==> config.mk <==
export PLATFORM = sky130hd
export DESIGN_NAME = cmd_decode
export DESIGN_NICKNAME = d
export VERILOG_FILES = /design/src/rtl/mem_cfg_pkg.sv /design/src/rtl/mem_msg_pkg.sv /design/src/rtl/cmd_decode.sv
export SDC_FILE = /design/constraint.sdc
export NUM_CORES = 1
export LEC_CHECK = 0
export BUFFER_PORTS_ARGS = -buffer_cell sky130_fd_sc_hd__buf_2
export CAP_MARGIN = 20
export CORE_ASPECT_RATIO = 1.75
export CORE_UTILIZATION = 40
export DETAILED_ROUTE_END_ITERATION = 7
export PLACE_DENSITY_LB_ADDON = 0.05
export SETUP_SLACK_MARGIN = 0.4
export SKIP_LAST_GASP = 1
export SLEW_MARGIN = 30
export SYNTH_ARGS = -nofsm -noshare
export SYNTH_HDL_FRONTEND = slang
export SYNTH_SLANG_ARGS = --single-unit
export TNS_END_PERCENT = 50
==> constraint.sdc <==
create_clock -name clock -period 0.8 [get_ports clock]
set_input_delay 0.24 -clock clock [delete_from_list [all_inputs] [get_ports clock]]
set_output_delay 0.24 -clock clock [all_outputs]
set_load 0.005 [all_outputs]
==> src/rtl/mem_cfg_pkg.sv <==
// Subsystem sizes shared by RTL and testbench
// MEM_DEPTH must be a power of two no larger than 2**ADDR_W

`default_nettype none

package mem_cfg_pkg;

  // ----------------------------------------------------------
  // Requesters
  // ----------------------------------------------------------

  // Number of compute units on the request path
  localparam int unsigned CU_COUNT = 4;
  // Unit index width, kept at one bit for a single unit
  localparam int unsigned CU_ID_W = (CU_COUNT > 1) ? $clog2(CU_COUNT) : 1;

  // ----------------------------------------------------------
  // Memory
  // ----------------------------------------------------------

  // Word address width as seen by a unit
  localparam int unsigned ADDR_W = 10;
  // Word width
  localparam int unsigned DATA_W = 32;
  // Implemented words, addresses at or above are out of range
  localparam int unsigned MEM_DEPTH = 256;
  // Index bits actually used inside the array
  localparam int unsigned MEM_IDX_W = $clog2(MEM_DEPTH);

endpackage : mem_cfg_pkg

`default_nettype wire

==> src/rtl/mem_msg_pkg.sv <==
// Message formats on the request path
// Raw opcode codes 0 and 4..7 are illegal and decode to OP_BAD

`default_nettype none

package mem_msg_pkg;

  import mem_cfg_pkg::*;

  // ----------------------------------------------------------
  // Raw opcode codes driven by a unit
  // ----------------------------------------------------------

  localparam int unsigned OPC_W = 3;

  localparam logic [OPC_W-1:0] OPC_READ  = 3'd1;
  localparam logic [OPC_W-1:0] OPC_WRITE = 3'd2;
  localparam logic [OPC_W-1:0] OPC_FADD  = 3'd3;

  // Decoded operation
  typedef enum logic [1:0] {
    OP_READ  = 2'd0,
    OP_WRITE = 2'd1,
    OP_FADD  = 2'd2,
    OP_BAD   = 2'd3
  } mem_op_e;

  // Response status
  typedef enum logic {
    ST_OK  = 1'b0,
    ST_ERR = 1'b1
  } mem_status_e;

  // ----------------------------------------------------------
  // Payloads
  // ----------------------------------------------------------

  // Raw request as issued by a unit
  typedef struct packed {
    logic [OPC_W-1:0]  opc;
    logic [ADDR_W-1:0] addr;
    logic [DATA_W-1:0] data;   // write value or add operand
  } cu_req_t;

  // Decoded command, stamped with the issuing unit
  typedef struct packed {
    logic [CU_ID_W-1:0] id;
    mem_op_e            op;
    logic [ADDR_W-1:0]  addr;
    logic [DATA_W-1:0]  data;
  } mem_cmd_t;

  // Response routed back to the unit in id
  typedef struct packed {
    logic [CU_ID_W-1:0] id;
    mem_status_e        status;
    logic [DATA_W-1:0]  data;
  } mem_rsp_t;

endpackage : mem_msg_pkg

`default_nettype wire

==> src/rtl/cmd_decode.sv <==
// Per-unit request decoder, one registered stage
// Range check against MEM_DEPTH happens here and nowhere downstream

`timescale 1ns/100ps
`default_nettype none

module cmd_decode
  import mem_cfg_pkg::*;
  import mem_msg_pkg::*;
#(
  parameter int unsigned CU_INDEX = 0
) (
  input  logic     clock,
  input  logic     rstn,
  input  logic     req_valid,
  input  cu_req_t  req,
  output logic     dec_valid,
  output mem_cmd_t dec_cmd
);

  mem_op_e op_next;

  // ----------------------------------------------------------
  // Opcode and address classification
  // ----------------------------------------------------------

  always_comb begin
    unique case (req.opc)
      OPC_READ:  op_next = OP_READ;
      OPC_WRITE: op_next = OP_WRITE;
      OPC_FADD:  op_next = OP_FADD;
      default:   op_next = OP_BAD;
    endcase
    // Out of range address turns any opcode into an error
    if (req.addr >= MEM_DEPTH) begin
      op_next = OP_BAD;
    end
  end

  // ----------------------------------------------------------
  // Output register
  // ----------------------------------------------------------

  // Strobe follows the request by one cycle
  always_ff @(posedge clock or negedge rstn) begin
    if (!rstn) begin
      dec_valid <= 1'b0;
    end else begin
      dec_valid <= req_valid;
    end
  end

  // Payload captured only with the strobe
  always_ff @(posedge clock) begin
    if (req_valid) begin
      dec_cmd.id   <= CU_ID_W'(CU_INDEX);
      dec_cmd.op   <= op_next;
      dec_cmd.addr <= req.addr;
      dec_cmd.data <= req.data;
    end
  end

endmodule : cmd_decode

`default_nettype wire

== Word-level counts from Yosys, hierarchy flattened ==
Cells that the tools add are included.
Widths: inputs -> output; s select.

* Equality and inequality tests: 3
* Muxes and demuxes: 1
* Order comparisons: 1

{| class="wikitable"
|+ Operator list
! operator !! count
|-
| $ge 10x9->1 const B || 1
|-
| $eq 3x2->1 const B || 2
|-
| $pmux 2 s3 || 1
|-
| $eq 3x1->1 const B || 1
|}

* Word-level logic and storage cells: 9
* Output and inout bits: 47
* Flip-flop bits (word level): 45
* Input port bits: 48

== Logic depth before layout (Yosys ltp) ==
* Depth after elaboration: 2
* Mapped depth: 2
* Depth with buffers taken out: 2

== Least setup slack after synthesis ==
OpenSTA, ideal clock, no wires.

* Path type: in2reg
* Start point: in req[44] in the netlist's numbering
* End point: reg dec_cmd[42] in the netlist's numbering, data pin
* Data arrival time: 468 ps
* Setup time: 257 ps
* Stages on the path: 2
* Path buffers: 0
* Path slack: 75 ps
* Data required time: 543 ps
* Path through: nor3_2 -> nand2_1

* Cells in the longest elaborated chain, start to end: 2
* Elaborated cells on any way between the ends: 4
* Those cells by class: 3 x eq/ne; 1 x mux

{| class="wikitable"
|+ RTL lines
! what !! RTL line !! source
|-
| start: declaration || cmd_decode.sv:16 || <nowiki>input cu_req_t req,</nowiki>
|-
| $eq 3x2->1 / $eq 3x1->1 (equally long branches) || cmd_decode.sv:28 || <nowiki>unique case (req.opc)</nowiki>
|-
| $pmux 2 s3 (*) || cmd_decode.sv:28 ||
|-
| end: declaration || cmd_decode.sv:18 || <nowiki>output mem_cmd_t dec_cmd</nowiki>
|}

Every way passes the cells marked *; elsewhere a longest branch is shown, timed or not.
A chain may end at the register's enable or synchronous reset.

== Worst setup path in the final report ==
* Start point: reg dec_cmd[22] in the netlist's numbering
* End point: out dec_cmd[22] in the netlist's numbering

No word-level cell between the ends.

==> flow_metrics.tcl <==
set metrics [dict create \
    cap_violations 0 \
    via_per_inst 4.29 \
    place.gp.congestion 0.724 \
    cts_tree "built" \
    start_util 0.414 \
    crit_family "flip-flops" \
    design.portCount 95 \
    rsz0062_at_grt "true" \
    grt_max_degree 24 \
    cts_inserted_buffers 5 \
    routedWlPerCell_um 12.2 \
    root_buffer "clkbuf_8" \
    synth_warnings 0 \
    synth_most_common_cell "edfxtp_1" \
    worstPathRequired_ns 0.56 \
    path_cells "buf_2" \
    nets 201 \
    cp-start-kind "flip-flop" \
    final.setup.tns_ns -9.58 \
    postCtsSetupBuffers 0 \
    final-hold-violation-count 0 \
    power.density_nw_per_um2 2200 \
    syn_area_um2 1390 \
    layout_setup_ws_ns -0.250 \
    dr.pass1.iters 3 \
    area_growth_pct 46.2 \
    violations "setup timing" \
    wirelength_mm 2.43 \
    worstPathMaxFanout 1 \
    regArea_um2 1350 \
    slowest_stage "edfxtp_1" \
    drv_slew 0 \
    worstHoldPathType "input port to flip-flop" \
    synth_flop_cell "edfxtp_1" \
    p_leak_uw 0.000886 \
    synthTopCellsByArea "edfxtp_1 95%, dfrtp_1 1.8%, buf_4 1.1%" \
    final_antenna_net_count 0 \
    dpl.hpwl_mm 1.95 \
    synth_top_area_share 0.950 \
    yosys.area.top_type "edfxtp_1" \
    holdWs_ns 0.120 \
    drc_errors 0 \
    clock-sinks 45 \
    synth-edff-count 44 \
    rows 28 \
    ys_top_cells_by_count "44 x edfxtp_1, 2 x buf_4, 2 x nand2_1" \
    grt_use_total 0.142 \
    pre_cts_ws_ns -0.0670 \
    clock.fmax_mhz 953 \
    antenna_found_initial 0 \
    ys_seq_area_frac 0.968 \
    fillers 284 \
    ir_worst_vdd_mv 1.53 \
    cp-end-kind "output pin" \
    yosys_register_bits 45 \
    worst_path_largest_cell_delay_ns 0.38 \
    crit_type "flip-flop to output pin" \
    dieWidth_um 46.6 \
    ys_types 7 \
    grt_pass1_wl_mm 3.55 \
    netlist_instances 52 \
    drtIter0Drc 9 \
    drive_gt1_frac 0.656 \
    core_um2 3360 \
    status "finished, violations left" \
    diodes 0 \
    dp_cells 190 \
    path_buf_inv 1 \
    vias 853 \
    multi_input_area_um2 40.0 \
    worstPathArrival_ns 0.81 \
    setup_violations 45 \
    grt_pass1_vias 852 \
    layout.cells.non_filler 199 \
    timing.final.crit_period_ns 1.05 \
    io_buffer_count 92 \
    die_y_um 80.0 \
    grt-ovfl-total 0 \
    clk_pin_slew_ns 0.08 \
    hp-start "req[24]" \
    syn_area_per_cell_um2 26.8 \
    fin_crit_sh 1.31 \
    setup.worst_path.start "dec_cmd[22]$_DFFE_PP_" \
    h-tree-depth 2 \
    cts_buffer_depth 2 \
    cts-resized-gates 0 \
    synthArstFlopShare 0.0222 \
    die_area_um2 3730 \
]
[logic make-up (layout without fill, tap and decap cells)]
| family | after synthesis | in the layout | share of synthesized area |
|---|---|---|---|
| XOR/XNOR | 1 | 1 | 0.00630 |
| buffers and inverters | 2 | 103 | 0.0108 |
| AND/OR/NAND/NOR | 3 | 3 | 0.0126 |
| other | 1 | 2 | 0.00270 |
| flip-flops | 45 | 45 | 0.968 |
[path summary, 6_finish.rpt]
kind                                          to  slack, ns  cells after the start
worst max-delay path                 dec_cmd[22]      -0.25                      1
worst min-delay path       dec_cmd[24]$_DFFE_PP_       0.12                      1
max in group asynchronous    dec_valid$_DFF_PN0_       0.46                      2
min in group asynchronous    dec_valid$_DFF_PN0_       0.25                      2
[area by class of cell]
class                      instances  share of cell area
clock inverter                     1             0.00246
timing repair buffer              95               0.251
multi-input combinational          6              0.0197
tap                               45              0.0277
clock buffer                       7              0.0375
sequential                        45               0.662
[timing repair]
action                     4_1_cts  5_1_grt
hold buffers                     1        0
cloned                           0        0
hold endpoints to repair         1        0
pin swaps                        0        0
setup endpoints to repair       91       91
[layer usage]
metal / track usage / up-vias / share of wire
met2: 0.249 / 69 / 0.55
met4: 0.0853 / 0 / 0.042
met5: 0 / - / 0
met3: 0.0566 / 10 / 0.11
li1: - / 400 / -
met1: 0.122 / 374 / 0.30
[registers in the layout (all words and copies together), names as in the netlist]
register / flops
dec_cmd: 44
dec_valid: 1
[power breakdown]
part	leakage, uW	internal [uW]	total (uW)	switching (uW)
Combinational	0.000401	218	392	174
Sequential	0.000443	2790	2820	37.7
Clock	0.0000422	612	1260	648
[cells in the final DEF (no fill, tap or decap)]
master / count
nor3_4: 1
xor2_1: 1
nand2_1: 2
clkinv_2: 1
edfxtp_1: 44
dfrtp_1: 1
clkbuf_8: 5
dlygate4sd3_1: 1
buf_2: 92
conb_1: 2
buf_12: 2
clkbuf_1: 2
[through the flow]
stage	cell area, um2	total power (uW)	util
2_1_floorplan	1400	2930	-
3_3_place_gp	1940	3270	0.578
3_5_place_dp	1940	3280	0.578
4_1_cts	2030	4540	0.605
5_1_grt	2030	4670	0.605
6_report	2030	4480	0.605
Note: power is estimated with default switching activity, not from simulation.
