File: src/rtl/mem_cfg_pkg.sv
// Subsystem sizes shared by RTL and testbench
// MEM_DEPTH must be a power of two no larger than 2**ADDR_W

`default_nettype none

package mem_cfg_pkg;

  // ----------------------------------------------------------
  // Requesters
  // ----------------------------------------------------------

  // Number of compute units on the request path
  localparam int unsigned CU_COUNT = 4;
  // Unit index width, kept at one bit for a single unit
  localparam int unsigned CU_ID_W = (CU_COUNT > 1) ? $clog2(CU_COUNT) : 1;

  // ----------------------------------------------------------
  // Memory
  // ----------------------------------------------------------

  // Word address width as seen by a unit
  localparam int unsigned ADDR_W = 10;
  // Word width
  localparam int unsigned DATA_W = 32;
  // Implemented words, addresses at or above are out of range
  localparam int unsigned MEM_DEPTH = 256;
  // Index bits actually used inside the array
  localparam int unsigned MEM_IDX_W = $clog2(MEM_DEPTH);

endpackage : mem_cfg_pkg

`default_nettype wire

File: src/rtl/resp_router.sv
// 1-to-N registered router, steers each strobe to output in_id
// Unstrobed outputs hold their last payload

`timescale 1ns/100ps
`default_nettype none

module resp_router
  import mem_cfg_pkg::*;
#(
  parameter type         payload_t = logic [7:0],
  parameter int unsigned N         = 4
) (
  input  logic               clock,
  input  logic               rstn,
  input  logic               in_valid,
  input  logic [CU_ID_W-1:0] in_id,
  input  payload_t           in_data,
  output logic [N-1:0]       out_valid,
  output payload_t           out_data [N]
);

  // One-hot select of the target output
  logic [N-1:0] sel;

  always_comb begin
    for (int i = 0; i < N; i++) begin
      sel[i] = in_valid && (in_id == CU_ID_W'(i));
    end
  end

  // ----------------------------------------------------------
  // Per-output registers
  // ----------------------------------------------------------

  always_ff @(posedge clock or negedge rstn) begin
    if (!rstn) begin
      out_valid <= '0;
    end else begin
      out_valid <= sel;
    end
  end

  // Only the selected output takes the payload
  always_ff @(posedge clock) begin
    for (int i = 0; i < N; i++) begin
      if (sel[i]) begin
        out_data[i] <= in_data;
      end
    end
  end

endmodule : resp_router

`default_nettype wire

File: config.mk
export PLATFORM = sky130hd
export DESIGN_NAME = resp_router
export DESIGN_NICKNAME = d
export VERILOG_FILES = /design/src/rtl/mem_cfg_pkg.sv /design/src/rtl/resp_router.sv
export SDC_FILE = /design/constraint.sdc
export NUM_CORES = 1
export LEC_CHECK = 0
export BUFFER_PORTS_ARGS = -buffer_cell sky130_fd_sc_hd__clkbuf_2
export CORE_MARGIN = 3
export CORE_UTILIZATION = 25
export CTS_BUF_LIST = sky130_fd_sc_hd__clkbuf_4 sky130_fd_sc_hd__clkbuf_8
export CTS_CLUSTER_SIZE = 8
export DETAILED_ROUTE_END_ITERATION = 16
export GPL_TIMING_DRIVEN = 0
export PLACE_DENSITY = 0.55
export SLEW_MARGIN = 30
export SYNTH_ARGS = -nofsm -noshare
export SYNTH_HDL_FRONTEND = slang
export SYNTH_SLANG_ARGS = --single-unit
File: constraint.sdc
create_clock -name clock -period 0.8 [get_ports clock]
set_clock_uncertainty 0.2 [all_clocks]
set_input_delay 0.16 -clock clock [delete_from_list [all_inputs] [get_ports clock]]
set_output_delay 0.16 -clock clock [all_outputs]
set_load 0.05 [all_outputs]
# Word-level counts from Yosys, hierarchy flattened

Cells that the tools add are included.

Output and inout port bits: 36
Register bits after elaboration: 36
Word-level logic and storage cells: 13

Equal/unequal tests: 3
Reductions and logical operators: 5

Operators by type and width:

| kind                                                            | count |
|---|---|
| 2-bit == test, second input constant                            | 2 |
| 1-bit logical AND                                               | 4 |
| 2-bit by 1-bit == test with 1-bit output, second input constant | 1 |
| 2-bit logical NOT                                               | 1 |

# Longest topological paths before layout

Gate-level depths: netlist of the first run.

Depth after elaboration: 2
Mapped depth: 1

# Least setup slack after synthesis of the first run

Ideal clock, no wire load.

Kind: in2reg
Start: input port in_id[1]
End: register out_data[24] (netlist bit), enable pin
Buffers on the path: 0
Stages: 1
Arrival time: 0.599 ns
Library setup time: 0.373 ns
Slack: -0.372 ns
Path through: nor3b_2

Word-level cells in the longest chain between the ends: 2

RTL lines:

| what                           | line              | text |
|---|---|---|
| start: declaration             | resp_router.sv:16 | `input logic [CU_ID_W-1:0] in_id,` |
| 2-bit logical NOT              | resp_router.sv:27 | `sel[i] = in_valid && (in_id == CU_ID_W'(i));` |
| 1-bit logical AND              | resp_router.sv:27 |  |
| end signal: indexed assignment | resp_router.sv:47 | `out_data[i] <= in_data;` |
| end: declaration               | resp_router.sv:19 | `output payload_t out_data [N]` |

No other way between the ends.
A chain may end at the register's enable or synchronous reset.

# Worst setup path in the final report of the first run

Start: register out_data[15] (netlist bit)
End: output port out_data[15] (netlist bit)

No word-level cell between the ends.

==> flow_summary_export.csv, run 1 <==
group,metric,value,unit
run_status,outcome,"complete, but fails checks",
run_status,violations_in_the_final_reports,"negative hold slack, negative setup slack",
sta,hold_viol_final,32,
global_route,grt_start_max_net_pins,12,
clock_network,cts.hold.buffers_added,1,
finish,final_layout_size_suffix_gt1_share,68.0,%
setup_path,worst_setup_path_end_kind,"primary output",
clock_network,numCtsBuffers,5,
clock_network,htree_levels,2,
sta,setup_slack,-0.428,ns
setup_path,worst-path-max-fanout,1,
setup_path,timing_worst_setup_path_type,"register to primary output",
sta,unrepaired_setup_endpoints_after_global_routing,"true",
yosys,post_synth_main_area_contributors,"edfxtp_1, dfrtp_1, and3b_1",
yosys,ys_warn_count,0,
yosys,top_area_cell_type_share_of_the_netlist_area,87.5,%
route,dr.pass1.iters,3,
route,total_number_of_vias,629,
sta,tns,-17.24,ns
clock_network,tritoncts,"yes",
route,routedWlPerCell,15.5,um
finish,syn_to_final_growth,83.1,%
finish,multiInputGateArea,73.8,um^2
yosys,mappedNetlistArea,1100,um^2
global_route,first_pass_grt_wire_length,3.54,mm
clock_network,cts_buffer_depth,2,
min_path,min_delay_path_depth,1,
floorplan,die_footprint,5230,um^2
floorplan,fp-row-count,23,
setup_path,critPathArrivalTime,0.87,ns
global_route,grt_overflow,0,
place,hpwlAfterDp,1.47,mm
yosys,postSynth.asyncResetShare,11.1,%
sta,max_slew.worst_pin.slew,0.195,ns
min_path,holdPathEnd,"out_data[4]$_DFFE_PP_",
global_route,grt_usage,9.61,%
clock_network,path_clk_slew,0.07,ns
yosys,synth_commonest_cells,"edfxtp_1, dfrtp_1, and3b_1, and3_2, nor3b_2",
job,maxCapViolCount,0,
route,drt-initial-drc-count,40,
setup_path,critPathTopFamily,"flip-flops",
setup_path,worstPathCellList,"buf_8",
finish,fin_nets,115,
floorplan,core_area,4120,um^2
sta,setup_violations,65,
route,drt_drc_violations_left,0,
place,gp_congestion,0.694,
sta,timing.fmax,815,MHz
yosys,synth_register_bits,36,
place,place_ws,-0.561,ns
finish,filler_cell_count,330,
floorplan,die_wd,72.3,um
setup_path,worst_path_required,0.44,ns
yosys,number_of_enable_flip_flop_cells_after_synthesis,32,
sta,fin_hold_ws,-0.102,ns
power,leakagePower,0.798,nW
clock_network,clkSinkCount,36,
finish,fin_area,2010,um^2
floorplan,io_pins,49,
sta,max_slew_margin,87.0,%
power,power_density,2180,nW/um^2
setup_path,critPathLaunchType,"register",
yosys,post-synth-top-count-cell,"edfxtp_1",
place,dpl_cell_area,1420,um^2
setup_path,critical_path.n_buffers_inverters,1,
yosys,synthFlopType,"edfxtp_1",
setup_path,slowest_delay,0.42,ns
yosys,yosys.cell_types.count,5,
finish,final_util,48.9,%
global_route,grt_antenna_before_repair,0,
yosys,syn_nets,53,
min_path,hold_class,"input port to register",
setup_path,critical_path.slowest_cell,"edfxtp_1",
yosys,synth.yosys.seq_area_share,96.6,%
power,irDropWorstVdd,0.000768,V
sta,slew_violations,0,
yosys,post-synth-top-area-cell,"edfxtp_1",
yosys,synth.avg_cell_area,27.5,um^2
sta,post-route-min-period,1.23,ns
route,drt_wl_total,2.38,mm
finish,final-seq-area,1070,um^2
route,detailed_route_vias_per_instance,4.11,
route,antenna_violating_nets_post_route,0,
global_route,number_of_global_route_vias_before_repair,676,
sta,part_of_the_cycle_the_worst_path_needs,153,%
clock_network,root_buffer,"clkbuf_8",
min_path,holdCritStartpoint,"in_data[4]",
place,placement.io_buffers,48,
floorplan,fp.dieH,72.3,um
finish,antennaDiodeCount,0,
floorplan,initial_core_utilization,26.7,%
yosys,synth_cells,40,
## where the power goes
part           switching [mW]  internal [mW]
sequential             0.0378           2.15
combinational           0.400          0.275
clock                   0.573          0.957
## worst max path at each step
stage,start,to,depth (start not counted)
after global placement,in_id[1],out_data[29]$_DFFE_PP_,2
after detailed placement,in_id[1],out_data[30]$_DFFE_PP_,2
after CTS,out_data[15]$_DFFE_PP_,out_data[15],1
after global routing,out_data[15]$_DFFE_PP_,out_data[15],1
final,out_data[15]$_DFFE_PP_,out_data[15],1
after floorplan,in_id[1],out_data[24]$_DFFE_PP_,1
## area by class of cell
type / instances / share of cell area [%]
Sequential cell: 36 / 53.0
Tap cell: 50 / 3.11
Clock inverter: 2 / 1.74
Clock buffer: 6 / 3.79
Timing Repair Buffer: 53 / 34.7
Multi-Input combinational cell: 6 / 3.67
## repair_timing
action | 4_1_cts | 5_1_grt
buffers inserted | 3 | 0
gates resized for setup | 84 | 11
endpoints found under the hold margin | 37 | 32
cloned | 3 | 0
pin swaps | 2 | 2
setup endpoints to repair | 68 | 60
## cell families after synthesis
logic type / synth area share (%)
AND/OR/NAND/NOR: 3.42
flip-flops: 96.6
## layout by cell type, fill, tap and decap left out
master	instances
clkbuf_8	33
edfxtp_1	32
clkbuf_2	9
buf_8	9
dfrtp_2	4
clkbuf_16	3
and3b_2	2
and3_4	2
buf_12	2
and3b_4	1
nor3b_4	1
bufinv_16	1
clkbuf_4	1
clkinv_2	1
dlygate4sd3_1	1
buf_4	1
## flip-flops by register name (all words and copies together), names as in the netlist
signal,flops
out_data,32
out_valid,4
## through the flow
step,hold slack (ns),total power [mW],cells
2_1_floorplan,-0.336,2.54,40
3_3_place_gp,-0.238,2.67,138
3_5_place_dp,-0.230,2.68,138
4_1_cts,-0.118,4.45,153
5_1_grt,-0.121,4.57,153
6_report,-0.102,4.39,153
## metal layers
metal  routed length (um)  GRT usage, %  vias to the layer above
li1                     -             -                      286
met1                  887          10.2                      300
met2                 1210          16.4                       38
met3                  254          4.57                        5
met4                   23          3.76                        0
met5                    0             0                        -
(Power assumes the default switching activity.)
==> run 2, diff against run 1 <==
--- a/config.mk
+++ b/config.mk
@@ -6,13 +6,15 @@
 export NUM_CORES = 1
 export LEC_CHECK = 0
 export BUFFER_PORTS_ARGS = -buffer_cell sky130_fd_sc_hd__clkbuf_2
+export CELL_PAD_IN_SITES_DETAIL_PLACEMENT = 0
+export CELL_PAD_IN_SITES_GLOBAL_PLACEMENT = 1
 export CORE_MARGIN = 3
 export CORE_UTILIZATION = 25
 export CTS_BUF_LIST = sky130_fd_sc_hd__clkbuf_4 sky130_fd_sc_hd__clkbuf_8
 export CTS_CLUSTER_SIZE = 8
 export DETAILED_ROUTE_END_ITERATION = 16
 export GPL_TIMING_DRIVEN = 0
-export PLACE_DENSITY = 0.55
+export PLACE_DENSITY = 0.62
 export SLEW_MARGIN = 30
 export SYNTH_ARGS = -nofsm -noshare
 export SYNTH_HDL_FRONTEND = slang
==> flow_summary_export.csv, run 2 (synthesized netlist as in run 1, its figures left out) <==
group,metric,value,unit
clock_network,root_buffer,"clkbuf_8",
floorplan,initial_core_utilization,26.7,%
clock_network,htree_levels,2,
finish,layout.cells.most_common,"edfxtp_1",
finish,fin_area,2020,um^2
floorplan,core_area,4120,um^2
min_path,hold_class,"input port to register",
setup_path,worst_path_required,0.44,ns
sta,setup_slack,-0.430,ns
global_route,number_of_global_route_vias_before_repair,736,
sta,setup_violations,62,
route,drt-initial-drc-count,22,
setup_path,critPathLaunchType,"register",
global_route,grt_usage,10.8,%
finish,fin_nets,119,
setup_path,timing_worst_setup_path_type,"register to primary output",
power,power_density,2110,nW/um^2
sta,hold_viol_final,32,
finish,syn_to_final_growth,83.8,%
setup_path,critical_path.slowest_cell,"edfxtp_1",
sta,timing.fmax,813,MHz
finish,top_register,"out_data",
sta,post-route-min-period,1.23,ns
place,gp_congestion,0.602,
setup_path,critPathTopFamily,"flip-flops",
power,irDropWorstVdd,0.00120,V
job,maxCapViolCount,0,
clock_network,numCtsBuffers,5,
sta,fin_hold_ws,-0.104,ns
sta,max_slew.worst_pin.slew,0.227,ns
clock_network,cts_buffer_depth,2,
global_route,first_pass_grt_wire_length,3.97,mm
route,routedWlPerCell,16.0,um
route,detailed_route_vias_per_instance,4.22,
floorplan,io_pins,49,
route,total_number_of_vias,662,
setup_path,slowest_delay,0.41,ns
setup_path,critical_path.n_buffers_inverters,1,
finish,antennaDiodeCount,0,
setup_path,critPathArrivalTime,0.87,ns
finish,reg.largest.list,"out_data (32), out_valid (4)",
place,placement.io_buffers,48,
sta,part_of_the_cycle_the_worst_path_needs,154,%
finish,fin_cells,157,
floorplan,fp-row-count,23,
route,drt_wl_total,2.51,mm
route,antenna_violating_nets_post_route,0,
sta,tns,-16.17,ns
global_route,grt_antenna_before_repair,0,
place,dpl_cell_area,1420,um^2
setup_path,worstPathCellList,"buf_8",
sta,unrepaired_setup_endpoints_after_global_routing,"true",
route,drt_drc_violations_left,0,
place,hpwlAfterDp,1.51,mm
route,dr.pass1.iters,4,
sta,slew_violations,0,
clock_network,tritoncts,"yes",
global_route,grt_start_max_net_pins,12,
finish,final_cell_mix,"edfxtp_1, clkbuf_8, buf_8, clkbuf_2",
global_route,grt_overflow,0,
run_status,outcome,"complete, but fails checks",
finish,largest_register_ff_count,32,
setup_path,worst_setup_path_end_kind,"primary output",
clock_network,cts.hold.buffers_added,1,
run_status,violations_in_the_final_reports,"negative hold slack, negative setup slack",
clock_network,clkSinkCount,36,
sta,max_slew_margin,84.9,%
place,place.detailed.instances,138,
floorplan,fp.dieH,72.3,um
clock_network,path_clk_slew,0.07,ns
setup_path,worst-path-max-fanout,1,
floorplan,die_wd,72.3,um
finish,final_util,49.1,%
finish,filler_cell_count,350,
power,leakagePower,0.810,nW
floorplan,die_footprint,5230,um^2
finish,final_layout_size_suffix_gt1_share,69.2,%
-- run 2: changes by cell type in the layout (fill, tap and decap cells not counted), moves of 2 or more --
cell / before / now
buf_8: 9 / 13
buf_6: 0 / 2
buf_4: 1 / 4
clkbuf_8: 33 / 31
-- run 2: metrics by stage --
stage / power (mW) / hold slack, ns / setup slack (ns)
floorplan: 2.54 / -0.336 / -0.253
global placement: 2.67 / -0.236 / -0.607
detailed placement: 2.68 / -0.232 / -0.592
CTS: 4.28 / -0.114 / -0.454
global route: 4.45 / -0.118 / -0.480
finish: 4.27 / -0.104 / -0.430
-- run 2: where the power goes --
group	switching [mW]	leakage, nW	total (mW)	internal (mW)
clock	0.573	0.0549	1.39	0.819
combinational	0.404	0.414	0.686	0.282
sequential	0.0413	0.342	2.19	2.15
-- run 2: final timing paths --
| check | cells after the start | slack [ns] | from | end |
|---|---|---|---|---|
| worst min-delay path | 1 | -0.10 | in_data[4] | out_data[20]$_DFFE_PP_ |
| min in group asynchronous | 2 | 0.02 | rstn | out_valid[3]$_DFF_PN0_ |
| worst max-delay path | 1 | -0.43 | out_data[24]$_DFFE_PP_ | out_data[24] |
| max in group asynchronous | 2 | 0.25 | rstn | out_valid[0]$_DFF_PN0_ |
-- run 2: per-layer routing --
metal,share of wire [%],track usage (%)
met3,11,6.79
met2,53,17.9
met1,35,11.3
met5,0,0
met4,1.5,3.13
-- run 2: layout make-up --
class                      count  area (um^2)  share of cell area [%]
sequential                    36         1070                    52.8
multi-input combinational      7         83.8                    4.15
clock buffer                   8          104                    5.14
timing repair buffer          56          703                    34.8
tap                           50         62.6                    3.10
-- run 2: timing repair --
action | CTS | global route
hold endpoints to repair | 37 | 32
pin swaps | 2 | 2
gates resized for setup | 81 | 15
setup endpoints to repair | 69 | 58
gates cloned | 3 | 0
setup buffers | 4 | 3
