[src/rtl/rr_arbiter.sv]
// N-to-1 round-robin arbiter, one holding slot per input, no back-pressure
// A slot must not be strobed again before it has been granted
// Incoming strobes compete in the same cycle they arrive

`timescale 1ns/100ps
`default_nettype none

module rr_arbiter #(
  parameter type         payload_t = logic [7:0],
  parameter int unsigned N         = 4
) (
  input  logic         clock,
  input  logic         rstn,
  input  logic [N-1:0] in_valid,
  input  payload_t     in_data [N],
  output logic         out_valid,
  output payload_t     out_data
);

  localparam int unsigned IDX_W = (N > 1) ? $clog2(N) : 1;

  // Holding slots
  logic [N-1:0]     slot_full;
  payload_t         slot_data [N];

  // Effective requests, slot contents or a fresh strobe
  logic [N-1:0]     req_vec;
  payload_t         cand_data [N];

  // Round-robin state and result of the search
  logic [IDX_W-1:0] last_q;
  logic             grant_found;
  logic [IDX_W-1:0] grant_idx;

  // ----------------------------------------------------------
  // Request view
  // ----------------------------------------------------------

  // Fresh strobe bypasses its slot so an idle arbiter adds one cycle only
  always_comb begin
    for (int i = 0; i < N; i++) begin
      req_vec[i]   = slot_full[i] | in_valid[i];
      cand_data[i] = in_valid[i] ? in_data[i] : slot_data[i];
    end
  end

  // ----------------------------------------------------------
  // Grant search
  // ----------------------------------------------------------

  // Start one past the last winner and wrap around
  // With N of one this collapses to a plain register stage
  always_comb begin : grant_search
    int cand;
    grant_found = 1'b0;
    grant_idx   = '0;
    for (int k = 1; k <= N; k++) begin
      cand = (int'(last_q) + k) % N;
      if (!grant_found && req_vec[cand]) begin
        grant_found = 1'b1;
        grant_idx   = IDX_W'(cand);
      end
    end
  end

  // ----------------------------------------------------------
  // Slot and pointer state
  // ----------------------------------------------------------

  always_ff @(posedge clock or negedge rstn) begin
    if (!rstn) begin
      slot_full <= '0;
      // Points at the last input so the first search starts at 0
      last_q    <= IDX_W'(N - 1);
    end else begin
      for (int i = 0; i < N; i++) begin
        if (grant_found && (grant_idx == IDX_W'(i))) begin
          slot_full[i] <= 1'b0;
        end else if (in_valid[i]) begin
          slot_full[i] <= 1'b1;
        end
      end
      // Winner drops to lowest priority
      if (grant_found) begin
        last_q <= grant_idx;
      end
    end
  end

  // Slot payloads, harmless if granted in the same cycle
  always_ff @(posedge clock) begin
    for (int i = 0; i < N; i++) begin
      if (in_valid[i]) begin
        slot_data[i] <= in_data[i];
      end
    end
  end

  // ----------------------------------------------------------
  // Output register
  // ----------------------------------------------------------

  always_ff @(posedge clock or negedge rstn) begin
    if (!rstn) begin
      out_valid <= 1'b0;
    end else begin
      out_valid <= grant_found;
    end
  end

  always_ff @(posedge clock) begin
    if (grant_found) begin
      out_data <= cand_data[grant_idx];
    end
  end

endmodule : rr_arbiter

`default_nettype wire

[config.mk]
export PLATFORM = sky130hd
export DESIGN_NAME = rr_arbiter
export DESIGN_NICKNAME = d
export VERILOG_FILES = /design/src/rtl/rr_arbiter.sv
export SDC_FILE = /design/constraint.sdc
export NUM_CORES = 1
export LEC_CHECK = 0
export ABC_AREA = 1
export BUFFER_PORTS_ARGS = -buffer_cell sky130_fd_sc_hd__buf_2
export CAP_MARGIN = 40
export CORE_MARGIN = 5
export CORE_UTILIZATION = 40
export DETAILED_ROUTE_END_ITERATION = 10
export GPL_ROUTABILITY_DRIVEN = 0
export HOLD_SLACK_MARGIN = 0.02
export PLACE_DENSITY = 0.67
export REMOVE_ABC_BUFFERS = 1
export SYNTH_ARGS = -nofsm -noshare
export SYNTH_HDL_FRONTEND = slang
export SYNTH_SLANG_ARGS = --single-unit
[constraint.sdc]
create_clock -name clock -period 3.35 [get_ports clock]
set_input_delay 0.5025 -clock clock [delete_from_list [all_inputs] [get_ports clock]]
set_output_delay 0.5025 -clock clock [all_outputs]
set_load 0.02 [all_outputs]
== After elaboration in Yosys (flattened, before gate mapping) ==
Memories as Yosys holds them, arrays and structs flattened.
Index checks and enable logic that the tools add are counted.

* Equal/unequal tests: 3
* Multiply operators: 0
* Order comparisons: 5
* Add/sub/neg operators: 4
* Divide/modulo/power cells: 0
* Multiplexer cells: 39
* Reduce and logical (&&, ||, !) cells: 15
* Shift operators: 0
* Bitwise logic cells: 5

{| class="wikitable"
|+ Operator list
! cell !! number
|-
| 2-to-1 mux 8 bit || 6
|-
| 2-to-1 mux 1 bit || 24
|-
| binary-select mux 8 bit (select 2 bit) || 1
|-
| < comparator 2 x 3 -> 1 bit (second input constant) || 4
|-
| binary-select mux 1 bit (select 2 bit) || 4
|-
| 2-to-1 mux 2 bit || 4
|-
| nonzero test 2 bit || 4
|-
| logical AND 1 bit || 7
|-
| adder 2 x 1 -> 2 bit (second input constant) || 2
|-
| adder 2 bit (second input constant) || 2
|-
| == test 2 bit (second input constant) || 2
|-
| bitwise OR 1 bit || 4
|-
| >= comparator 3 bit (second input constant) || 1
|-
| logical NOT 1 bit || 3
|-
| inverter 2 -> 3 bit || 1
|-
| == test 2 x 1 -> 1 bit (second input constant) || 1
|-
| logical NOT 2 bit || 1
|}

* Register bits after elaboration: 15
* Memories: 1
* Logic and storage cells: 79
* Bits in read-only memories: 0
* Output and inout port bits: 9
* Input bits: 38
* Bits in latches: 0
* RAM bits: 32

{| class="wikitable"
|+ Memories
! name !! words !! bits a word !! read ports !! clocked after memory_dff !! write ports !! line !! text
|-
| slot_data || 4 || 8 || 4 || 0 || 4 || 24 || <nowiki>payload_t slot_data [N];</nowiki>
|}

== Depth between registers and ports, before layout ==
Gate-level depths: netlist (run 1).

* Word-level depth: 17
* Depth in mapped cells: 15
* Gate-level depth less buffers: 14

== Worst setup path after synthesis (run 1) ==
OpenSTA, ideal clock, no wires.

* Path kind: reg-to-reg
* Start: register last_q[0]
* End: register out_data[6] (netlist name), data pin
* Setup slack: 1.414 ns
* Required time: 3.098 ns
* Period minus slack after synthesis: 1.936 ns
* Arrival: 1.684 ns
* Setup time: 0.252 ns
* Buffers on the path: 2
* Stages on the path, launching flop included: 14
* Path through: dfstp_2 > buf_6 > inv_6 > nand2_1 > nand3_2 > nand2_2 > nand3_1 > nand2_4 > nand3_4 > buf_12 > nand2_2 > nand2_1 > nand2_1 > nand2_1

* Longest elaborated chain between the ends: 17
* Elaborated cells between the ends (all ways): 29
* Classes of those cells: add/sub: 4; mux: 18; bitwise: 1; reduce/logical: 6

{| class="wikitable"
|+ Ends and longest elaborated chain
! what !! line !! text
|-
| start: declaration || 31 || <nowiki>logic [IDX_W-1:0] last_q;</nowiki>
|-
| start signal: assignment || 74 || <nowiki>last_q <= IDX_W'(N - 1);</nowiki>
|-
| start signal: assignment || 85 || <nowiki>last_q <= grant_idx;</nowiki>
|-
| adder 2 x 1 -> 2 bit || 58 || <nowiki>cand = (int'(last_q) + k) % N;</nowiki>
|-
| binary-select mux 1 bit (select 2 bit) || 59 || <nowiki>if (!grant_found && req_vec[cand]) begin</nowiki>
|-
| 2-to-1 mux 1 bit (implied by the code) || 59 ||
|-
| 2-to-1 mux 1 bit || 59 ||
|-
| logical NOT 1 bit || 59 ||
|-
| logical AND 1 bit || 59 ||
|-
| 2-to-1 mux 1 bit || 59 ||
|-
| logical NOT 1 bit || 59 ||
|-
| logical AND 1 bit || 59 ||
|-
| 2-to-1 mux 1 bit || 59 ||
|-
| logical NOT 1 bit || 59 ||
|-
| logical AND 1 bit || 59 ||
|-
| 2-to-1 mux 2 bit (*) || 59 ||
|-
| inverter 2 -> 3 bit (implied by the code) (*) || 113 || <nowiki>out_data <= cand_data[grant_idx];</nowiki>
|-
| binary-select mux 8 bit (select 2 bit) (*) || 113 ||
|-
| 2-to-1 mux 8 bit (implied by the code) (*) (2 in a row) || 113 ||
|-
| end signal: assignment || 113 ||
|-
| end: declaration || 17 || <nowiki>output payload_t out_data</nowiki>
|}

Mark *: on every way between the ends. The rest lies on a longest branch, timed or not. The select of a mux whose other input is x is not followed.
A chain may end at the register's enable or synchronous reset.

== Final worst setup path (run 1) ==
* Start: register last_q[0]
* End: register out_data[7] (netlist name), data pin

Same word-level chain as after synthesis.

==> run_results.csv, run 1 <==
group,metric,value,unit
clock_network,clockRootBuffer,"clkbuf_8",
cells_and_area,nFillCells,559,
cells_and_area,drive_above_1_share,0.3225,
clock_network,cts_setup_buffers,0,
setup_path,cp_max_fo,11,
setup_path,cp.required,3410,ps
timing,drv_slew,0,
die,die_area,0.007320,mm^2
detailed_routing,dr_total_vias,1828,
timing,hold_viol,0,
synth,yosysTopAreaCellShare,0.2805,
placement,dp_hpwl,3803,um
global_routing,grt_max_degree,20,
setup_path,cp_slowest_cell,"dfstp_2",
die,std_cell_rows,27,
global_routing,grt_pass1_vias,1703,
synth,synth-seq-cells,47,
setup_path,critPathKind,"reg -> reg",
setup_path,critPathArrivalTime,2380,ps
power,p_leak,1.333,nW
detailed_routing,routed_wl,4867,um
timing,fin_hold_ws,28.02,ps
clock_network,clock_latency,300,ps
clock_network,cts_hold_buf,0,
synth,synth_cell_types,24,
timing,fin_skew,7.105,ps
global_routing,grt_remaining_overflow,0,
timing,slew_headroom,0.5989,
timing,period_minus_slack,2322,ps
detailed_routing,drt_pass1_iterations,4,
synth,synthMuxAreaShare,0.07890,
global_routing,grt_util_met2,0.2168,
detailed_routing,avgViaCountPerCell,4.823,
setup_path,start_kind,"register",
clock_network,tritoncts,"built",
die,die_width,85.56,um
setup_path,max_stage_delay,690,ps
cells_and_area,area_growth,15.29,%
synth,synth_compound_area_frac,0.01096,
global_routing,grtUsageTotal,0.1397,
clock_network,cts.sinks,47,
detailed_routing,drt_iter0_drc,128,
cells_and_area,insertedDiodeCount,0,
synth,netlist_area,0.002283,mm^2
synth,synth_area_per_cell,8.649,um^2
synth,yosysTopAreaCell,"dfxtp_1",
synth,ys_warn_count,0,
synth,ys_top_cells_by_area,"dfxtp_1, nand2_1, edfxtp_1, mux2_2, dfrtp_1",
timing,fmax,430.7,MHz
timing,rsz0062_at_grt,"false",
synth,synthAdderAreaFrac,0,
die,fp.dieH,85.56,um
global_routing,grt_pass1_wl,8017,um
timing,timing.final.crit_share,0.6931,
clock_network,h-tree-depth,2,
cells_and_area,nets,344,
synth,synth_top_family_by_area,"simple AND/OR/NAND/NOR gates",
synth,syn_inst,264,
outcome,status,"finished clean",
power,ir_drop,0.3683,mV
setup_path,path_cells,"inv_6 > nand2_1 > nand2_2 > nand3_2 > nand2_4 > nor2_8 > nand2_1 > nand2_1 > inv_1 > nand2_1 > inv_1 > nand2_1 > nand2_1",
power,p_per_area,1050,mW/mm^2
synth,synth_simple_gate_area_frac,0.3808,
run,cap_violations,0,
clock_network,cts_resized,0,
die,io_pins,47,
global_routing,antenna_found_initial,0,
detailed_routing,drc,0,
die,core,0.005540,mm^2
setup_path,cp_common_cell,"nand2_1",
timing,setup_violations,0,
setup_path,endpoint_kind,"register",
global_routing,use_met3,0.03074,
placement,port_buffers,46,
detailed_routing,wl_per_cell,12.84,um
global_routing,grt_busiest_layer,"met2",
synth,synthXorXnorAreaFrac,0,
detailed_routing,antenna_left,0,
cells_and_area,post-route-util,0.4752,
clock_network,cts_buffers,5,
synth,ys_seq_area_frac,0.4636,
clock_network,path_clk_slew,90,ps
die,start_util,0.4121,
timing,setup_tns,0,ps
worst_hold_path,hold_path.class,"in -> async",
clock_network,clockBufferDepth,2,
global_routing,met1_usage,0.1897,
timing,tightest_slew,599.9,ps
[report_power, final]
group / internal, mW / total, mW / switching [mW]
clock: 0.298 / 0.481 / 0.183
combinational: 0.443 / 1.43 / 0.992
sequential: 0.768 / 0.849 / 0.0811
total: 1.51 / 2.76 / 1.26
[placed cells by master (no fill, tap or decap), types with 3 or more instances in the layout]
master    synthesis  final
mux2_2           16     16
nor2_4            3      3
clkbuf_8          0      5
edfxtp_1          8      8
dfrtp_1           5      5
nand3_2           3      3
inv_1             8      8
a21oi_1           3      3
nand2_1         125    125
nand2_2          12     12
buf_2             4     46
nand4_1          18     18
nand3_1           6      6
dfxtp_1          32     32
[metrics by stage]
stage | worst slack [ps] | cell area, um^2 | power [mW] | cells
finish | 1028 | 2633 | 2.765 | 379
global route | 821.9 | 2633 | 3.000 | 379
CTS | 1048 | 2633 | 2.779 | 379
detailed placement | 963.0 | 2500 | 2.295 | 371
global placement | 1043 | 2500 | 2.272 | 371
floorplan | 1346 | 2180 | 1.941 | 253
[synth_stat cells]
cell / instances
edfxtp_1: 8
nand2_2: 12
inv_6: 1
nor2_8: 2
nand2_1: 125
buf_12: 1
dfstp_2: 2
a21oi_1: 3
buf_2: 4
dfxtp_1: 32
inv_2: 2
nand3_1: 6
nand4_4: 1
buf_4: 1
mux2_2: 16
inv_1: 8
buf_6: 5
o21ai_0: 2
nand3_2: 3
nand3_4: 2
nand4_1: 18
dfrtp_1: 5
nor2_4: 3
nand2_4: 2
[critical path, delay by kind of cell (launching register included)]
family        cells  cell delay (ps)
buf+inv           3              380
simple gates     10             1000
flops             1              690
[state kept, by name, indices dropped and copies added (netlist names)]
signal	cells
last_q	2
slot_data	32
slot_full	4
out_valid	1
out_data	8
[final cells by class]
| class | instances | area, um^2 | share of cell area |
|---|---|---|---|
| Clock buffer | 6 | 72.57 | 0.02757 |
| Clock inverter | 2 | 60.06 | 0.02281 |
| Inverter | 11 | 46.29 | 0.01759 |
| Multi-Input combinational cell | 195 | 1075 | 0.4083 |
| Sequential cell | 47 | 1059 | 0.4021 |
| Tap cell | 72 | 90.09 | 0.03422 |
| Timing Repair Buffer | 46 | 230.2 | 0.08745 |
[routing by layer]
layer	share of wire	wire [um]
met5	0	0
met4	0.015	71
met3	0.057	277
met2	0.45	2186
met1	0.48	2332
[final timing paths]
| path | startpoint | to | slack (ps) | cells after the start |
|---|---|---|---|---|
| min reg2reg | slot_data[0][5]$_DFF_P_ | slot_data[0][5]$_DFF_P_ | 460 | 2 |
| max reg2reg | last_q[0]$_DFFE_PN1P_ | out_data[7]$_DFFE_PP_ | 1030 | 13 |
| min | rstn | slot_full[1]$_DFFE_PN0P_ | 30 | 1 |
| max in group asynchronous | rstn | last_q[0]$_DFFE_PN1P_ | 3080 | 1 |
| min in group clock | in_data[24] | slot_data[0][0]$_DFF_P_ | 430 | 3 |
| max | last_q[0]$_DFFE_PN1P_ | out_data[7]$_DFFE_PP_ | 1030 | 13 |
[cells by family after synthesis]
kind of cell           Yosys count
DFF                             47
AOI/OAI and AO/OA                5
and+or+nand+nor                174
muxes                           16
buffers and inverters           22
Power figures use the tool's default switching activity.
==> run 2, diff against run 1 <==
- clock period: 3.35 -> 2.3 ns (I/O delays scaled with it)
==> run 2 against run 1 <==
Net effect: cell count increased by 1.8%; via count down 1.6%; clock power grew 11%; setup slack got worse by 840 ps; first-iteration DRC count rose by 3.9%; maximum frequency is 10% higher; routed wire length up 2.1%; combinational power grew 55%; non-clock buffer count rose by 6; power up 44%; critical path type unchanged; largest power group unchanged.
==> run_results.csv, run 2 (synthesis results as in run 1) <==
group,metric,value,unit
outcome,status,"finished clean",
placement,port_buffers,46,
power,finalPower,3.983,mW
timing,rsz0062_at_grt,"false",
die,start_util,0.4121,
setup_path,critPathKind,"reg -> reg",
clock_network,clockBufferDepth,2,
setup_path,cp_max_fo,18,
detailed_routing,dr_total_vias,1799,
timing,fin_skew,6.944,ps
die,fp.dieH,85.56,um
die,std_cell_rows,27,
setup_path,cp.required,2360,ps
timing,drv_slew,0,
detailed_routing,avgViaCountPerCell,4.661,
cells_and_area,largestRegisters,"slot_data x32, out_data x8, slot_full x4",
worst_hold_path,hold_path.class,"in -> reg",
global_routing,grt_pass1_vias,1626,
timing,timing.final.crit_share,0.9168,
power,p_per_area,1494,mW/mm^2
clock_network,tritoncts,"built",
timing,fin_hold_ws,278.2,ps
setup_path,start_kind,"register",
cells_and_area,drive_above_1_share,0.3344,
die,die_width,85.56,um
cells_and_area,area_growth,16.71,%
power,ir_drop,0.5540,mV
die,io_pins,47,
die,die_area,0.007320,mm^2
global_routing,grtUsageTotal,0.1360,
global_routing,grt_remaining_overflow,0,
global_routing,grt_pass1_wl,7797,um
clock_network,cts_buffers,5,
detailed_routing,antenna_left,0,
setup_path,endpoint_kind,"register",
clock_network,cts.sinks,47,
clock_network,clock_latency,300,ps
global_routing,antenna_found_initial,0,
die,core,0.005540,mm^2
detailed_routing,drt_iter0_drc,133,
cells_and_area,largest-register,"slot_data",
placement,dpl_cell_area,0.002537,mm^2
cells_and_area,insertedDiodeCount,0,
timing,tightest_slew,330.9,ps
timing,hold_viol,0,
global_routing,grt_max_degree,20,
cells_and_area,layout_common_cells,"nand2_1, buf_2, dfxtp_1",
cells_and_area,largest_reg_flops,32,
cells_and_area,nets,351,
clock_network,clockRootBuffer,"clkbuf_8",
timing,slew_headroom,0.7792,
timing,fmax,474.2,MHz
setup_path,critPathArrivalTime,2170,ps
cells_and_area,stdcell_area,0.002665,mm^2
detailed_routing,drc,0,
timing,period_minus_slack,2109,ps
detailed_routing,drt_pass1_iterations,4,
run,cap_violations,0,
detailed_routing,wl_per_cell,12.87,um
placement,dp_hpwl,3837,um
detailed_routing,routed_wl,4969,um
clock_network,h-tree-depth,2,
timing,setup_tns,0,ps
power,p_leak,1.356,nW
cells_and_area,final_common_cell,"nand2_1",
timing,setup_violations,0,
clock_network,path_clk_slew,80,ps
run 2: layout make-up:
class / instances / area, um^2
Clock buffer: 8 / 100.1
Fill cell: 555 / 2875
Multi-Input combinational cell: 196 / 1092
Inverter: 11 / 46.29
Tap cell: 72 / 90.09
Timing Repair Buffer: 52 / 277.8
Sequential cell: 47 / 1059
run 2: worst paths after layout:
kind                                          from                        to  slack (ps)  cells past startpoint
max in group asynchronous                     rstn     last_q[1]$_DFFE_PN1P_        1630                      2
hold reg to reg            slot_data[0][7]$_DFF_P_   slot_data[0][7]$_DFF_P_         460                      2
setup reg to reg             last_q[0]$_DFFE_PN1P_     out_data[2]$_DFFE_PP_         190                     11
min in group asynchronous                     rstn  slot_full[0]$_DFFE_PN0P_         420                      2
setup / recovery             last_q[0]$_DFFE_PN1P_     out_data[2]$_DFFE_PP_         190                     11
hold / removal                         in_data[30]   slot_data[0][6]$_DFF_P_         280                      3
run 2: routing by layer:
metal | global-route usage | routed length, um | vias up | share of wire
li1 | - | - | 954 | -
met2 | 0.2076 | 2183 | 48 | 0.44
met5 | 0 | 0 | - | 0
met4 | 0.04748 | 72 | 0 | 0.014
met1 | 0.1901 | 2410 | 790 | 0.49
met3 | 0.02882 | 303 | 7 | 0.061
run 2: stage by stage:
step                      setup slack [ps]  cells    util
after global routing                 35.97    386  0.4810
after global placement               222.9    376  0.4580
final                                191.4    386  0.4810
after floorplan                      295.8    253       -
after CTS                            133.3    385  0.4779
after detailed placement             151.2    376  0.4580
run 2: power breakdown:
part / switching, mW / internal [mW]
sequential: 0.110 / 1.12
clock: 0.259 / 0.274
combinational: 1.49 / 0.734
total: 1.86 / 2.13
run 2: worst max-delay path: stages (launching register included):
cell and delay, ps:
dfstp_2 660, inv_6 80, nand2_1 70, nand2_2 70, nand3_2 90, nand2_4 70, nor2_8 140, nand4_4 270
nand4_1 210, nand2_1 80, nand2_1 60, nand2_1 50
run 2: repair_timing:
| item | CTS | global route |
|---|---|---|
| setup endpoints to repair | 0 | 6 |
| setup buffers | 0 | 0 |
| resized for setup | 0 | 1 |
| hold buffers | 1 | 0 |
| endpoints found under the hold margin | 5 | 0 |
==> run 3, diff against run 2 <==
- GPL_TIMING_DRIVEN: default -> 0
==> run 3 against run 2 <==
Net effect: maximum frequency shrank 3.7%; register-to-register slack lost 80 ps; global-route usage shrank 0.36 points; combinational power grew 5%; sequential power barely moved; routed wire length shrank 2.6%; utilization up 0.32 points; worst hold slack gained 0.98 ps.
==> run_results.csv, run 3 (synthesis results as in run 1) <==
group,metric,value,unit
outcome,status,"finished clean",
global_routing,antenna_found_initial,0,
timing,fin_hold_ws,279.1,ps
die,io_pins,47,
run,cap_violations,0,
clock_network,cts_buffers,5,
power,ir_drop,0.5409,mV
die,core,0.005540,mm^2
power,finalPower,4.061,mW
timing,setup_violations,0,
power,seq_power_share,0.301,
setup_path,path_cells,"inv_6 > nand2_1 > nand2_2 > nand3_2 > nand2_4 > nor2_8 > nand4_1 > nand2_4 > clkinvlp_4 > clkbuf_2 > nand2_1 > nand2_1",
cells_and_area,area_growth,17.48,%
setup_path,path_depth,12,
detailed_routing,avgViaCountPerCell,4.611,
timing,fmax,456.8,MHz
placement,dp.cells,371,
setup_path,cp.required,2360,ps
cells_and_area,largestRegisters,"slot_data x32, out_data x8, slot_full x4",
setup_path,cp_max_fo,11,
cells_and_area,layout_common_cells,"nand2_1, buf_2, dfxtp_1",
setup_path,ff2ff_path_depth,12,
die,die_area,0.007320,mm^2
cells_and_area,largest-register,"slot_data",
detailed_routing,drt_pass1_iterations,4,
power,p_comb_frac,0.573,
detailed_routing,dr_total_vias,1789,
worst_hold_path,hold_path.class,"in -> reg",
timing,fin_skew,7.536,ps
setup_path,max_stage_delay,640,ps
global_routing,grtUsageTotal,0.1324,
cells_and_area,drive_above_1_share,0.3449,
setup_path,critPathKind,"reg -> reg",
setup_path,cp_slowest_cell,"dfstp_2",
cells_and_area,insertedDiodeCount,0,
timing,drv_slew,0,
detailed_routing,drt_iter0_drc,96,
timing,timing.final.crit_share,0.9518,
die,start_util,0.4121,
timing,setup_tns,0,ps
global_routing,grt_pass1_wl,7748,um
worst_hold_path,whs_path_depth,3,
setup_path,cp_top_family,"simple AND/OR/NAND/NOR gates",
setup_path,start_kind,"register",
cells_and_area,stdcell_count,388,
die,fp.dieH,85.56,um
cells_and_area,nets,353,
clock_network,clockBufferDepth,2,
timing,period_minus_slack,2189,ps
power,p_leak,1.354,nW
power,power_switching,1.900,mW
setup_path,critPathArrivalTime,2250,ps
global_routing,grt_remaining_overflow,0,
timing,tightest_slew,296.8,ps
clock_network,h-tree-depth,2,
clock_network,path_clk_slew,90,ps
clock_network,tritoncts,"built",
power,p_per_area,1514,mW/mm^2
setup_path,crit_buf_inv,3,
power,clkPwrFrac,0.126,
cells_and_area,largest_reg_flops,32,
power,swShare,0.4679,
global_routing,grt_pass1_vias,1684,
detailed_routing,routed_wl,4841,um
setup_path,endpoint_kind,"register",
die,die_width,85.56,um
die,std_cell_rows,27,
detailed_routing,antenna_left,0,
cells_and_area,final_common_cell,"nand2_1",
placement,port_buffers,46,
power,intPower,2.161,mW
detailed_routing,wl_per_cell,12.48,um
clock_network,cts.sinks,47,
timing,slew_headroom,0.8018,
timing,hold_viol,0,
global_routing,grt_max_degree,20,
detailed_routing,drc,0,
cells_and_area,post-route-util,0.4842,
placement,dp_hpwl,3647,um
clock_network,clock_latency,290,ps
setup_path,cp_common_cell,"nand2_1",
clock_network,clockRootBuffer,"clkbuf_8",
run 3: cell count changes in the layout (fill, tap and decap cells not counted), sizes merged:
cell / change
clkinvlp: +2
clkbuf: -1
inv: -1
clkinv: +1
buf: +1
run 3: path summary, 6_finish.rpt:
check	start	end	slack [ps]
max	last_q[0]$_DFFE_PN1P_	out_data[7]$_DFFE_PP_	110
min	in_data[7]	slot_data[3][7]$_DFF_P_	280
max reg2reg	last_q[0]$_DFFE_PN1P_	out_data[7]$_DFFE_PP_	110
min reg2reg	slot_data[0][3]$_DFF_P_	slot_data[0][3]$_DFF_P_	460
max in group asynchronous	rstn	last_q[0]$_DFFE_PN1P_	1650
min in group asynchronous	rstn	out_valid$_DFF_PN0_	420
run 3: layer usage:
metal	vias to the layer above	wire (um)	track usage
li1	959	-	-
met1	782	2438	0.1917
met2	46	2122	0.1970
met3	2	243	0.02882
met4	0	37	0.03885
met5	-	0	0
run 3: power groups by stage:
stage	sequential (mW)	combinational, mW	clock, mW
2_1_floorplan	1.33	1.50	0
3_3_place_gp	1.24	2.04	0
3_5_place_dp	1.25	2.08	0
4_1_cts	1.23	2.09	0.518
5_1_grt	1.24	2.62	0.554
6_report	1.22	2.33	0.512
run 3: final cells by class:
type,instances,area (um^2)
clock buffers,6,82.58
clock inverters,2,11.26
fillers,546,2858
inverters,11,50.05
multi-input cells,196,1100
flip-flops and latches,47,1059
well taps,72,90.09
repair buffers,54,290.3
run 3: what timing repair did:
item	in CTS	in global routing
endpoints found under the hold margin	5	0
gates cloned	0	1
hold buffers	1	0
pin swaps	0	1
setup buffers	0	7
resized for setup	1	3
setup endpoints to repair	9	20
run 3: tightest hold or removal path, stage by stage:
cell and delay [ps]:
buf_2 70, nand2_1 40, nand2_1 80
run 3: stage by stage:
stage                     cell area (um^2)  setup WS [ps]
after floorplan                       2180          295.8
after global routing                  2683         -15.19
final                                 2683          110.9
after CTS                             2606          25.57
after global placement                2500         -82.44
after detailed placement              2500         -105.3
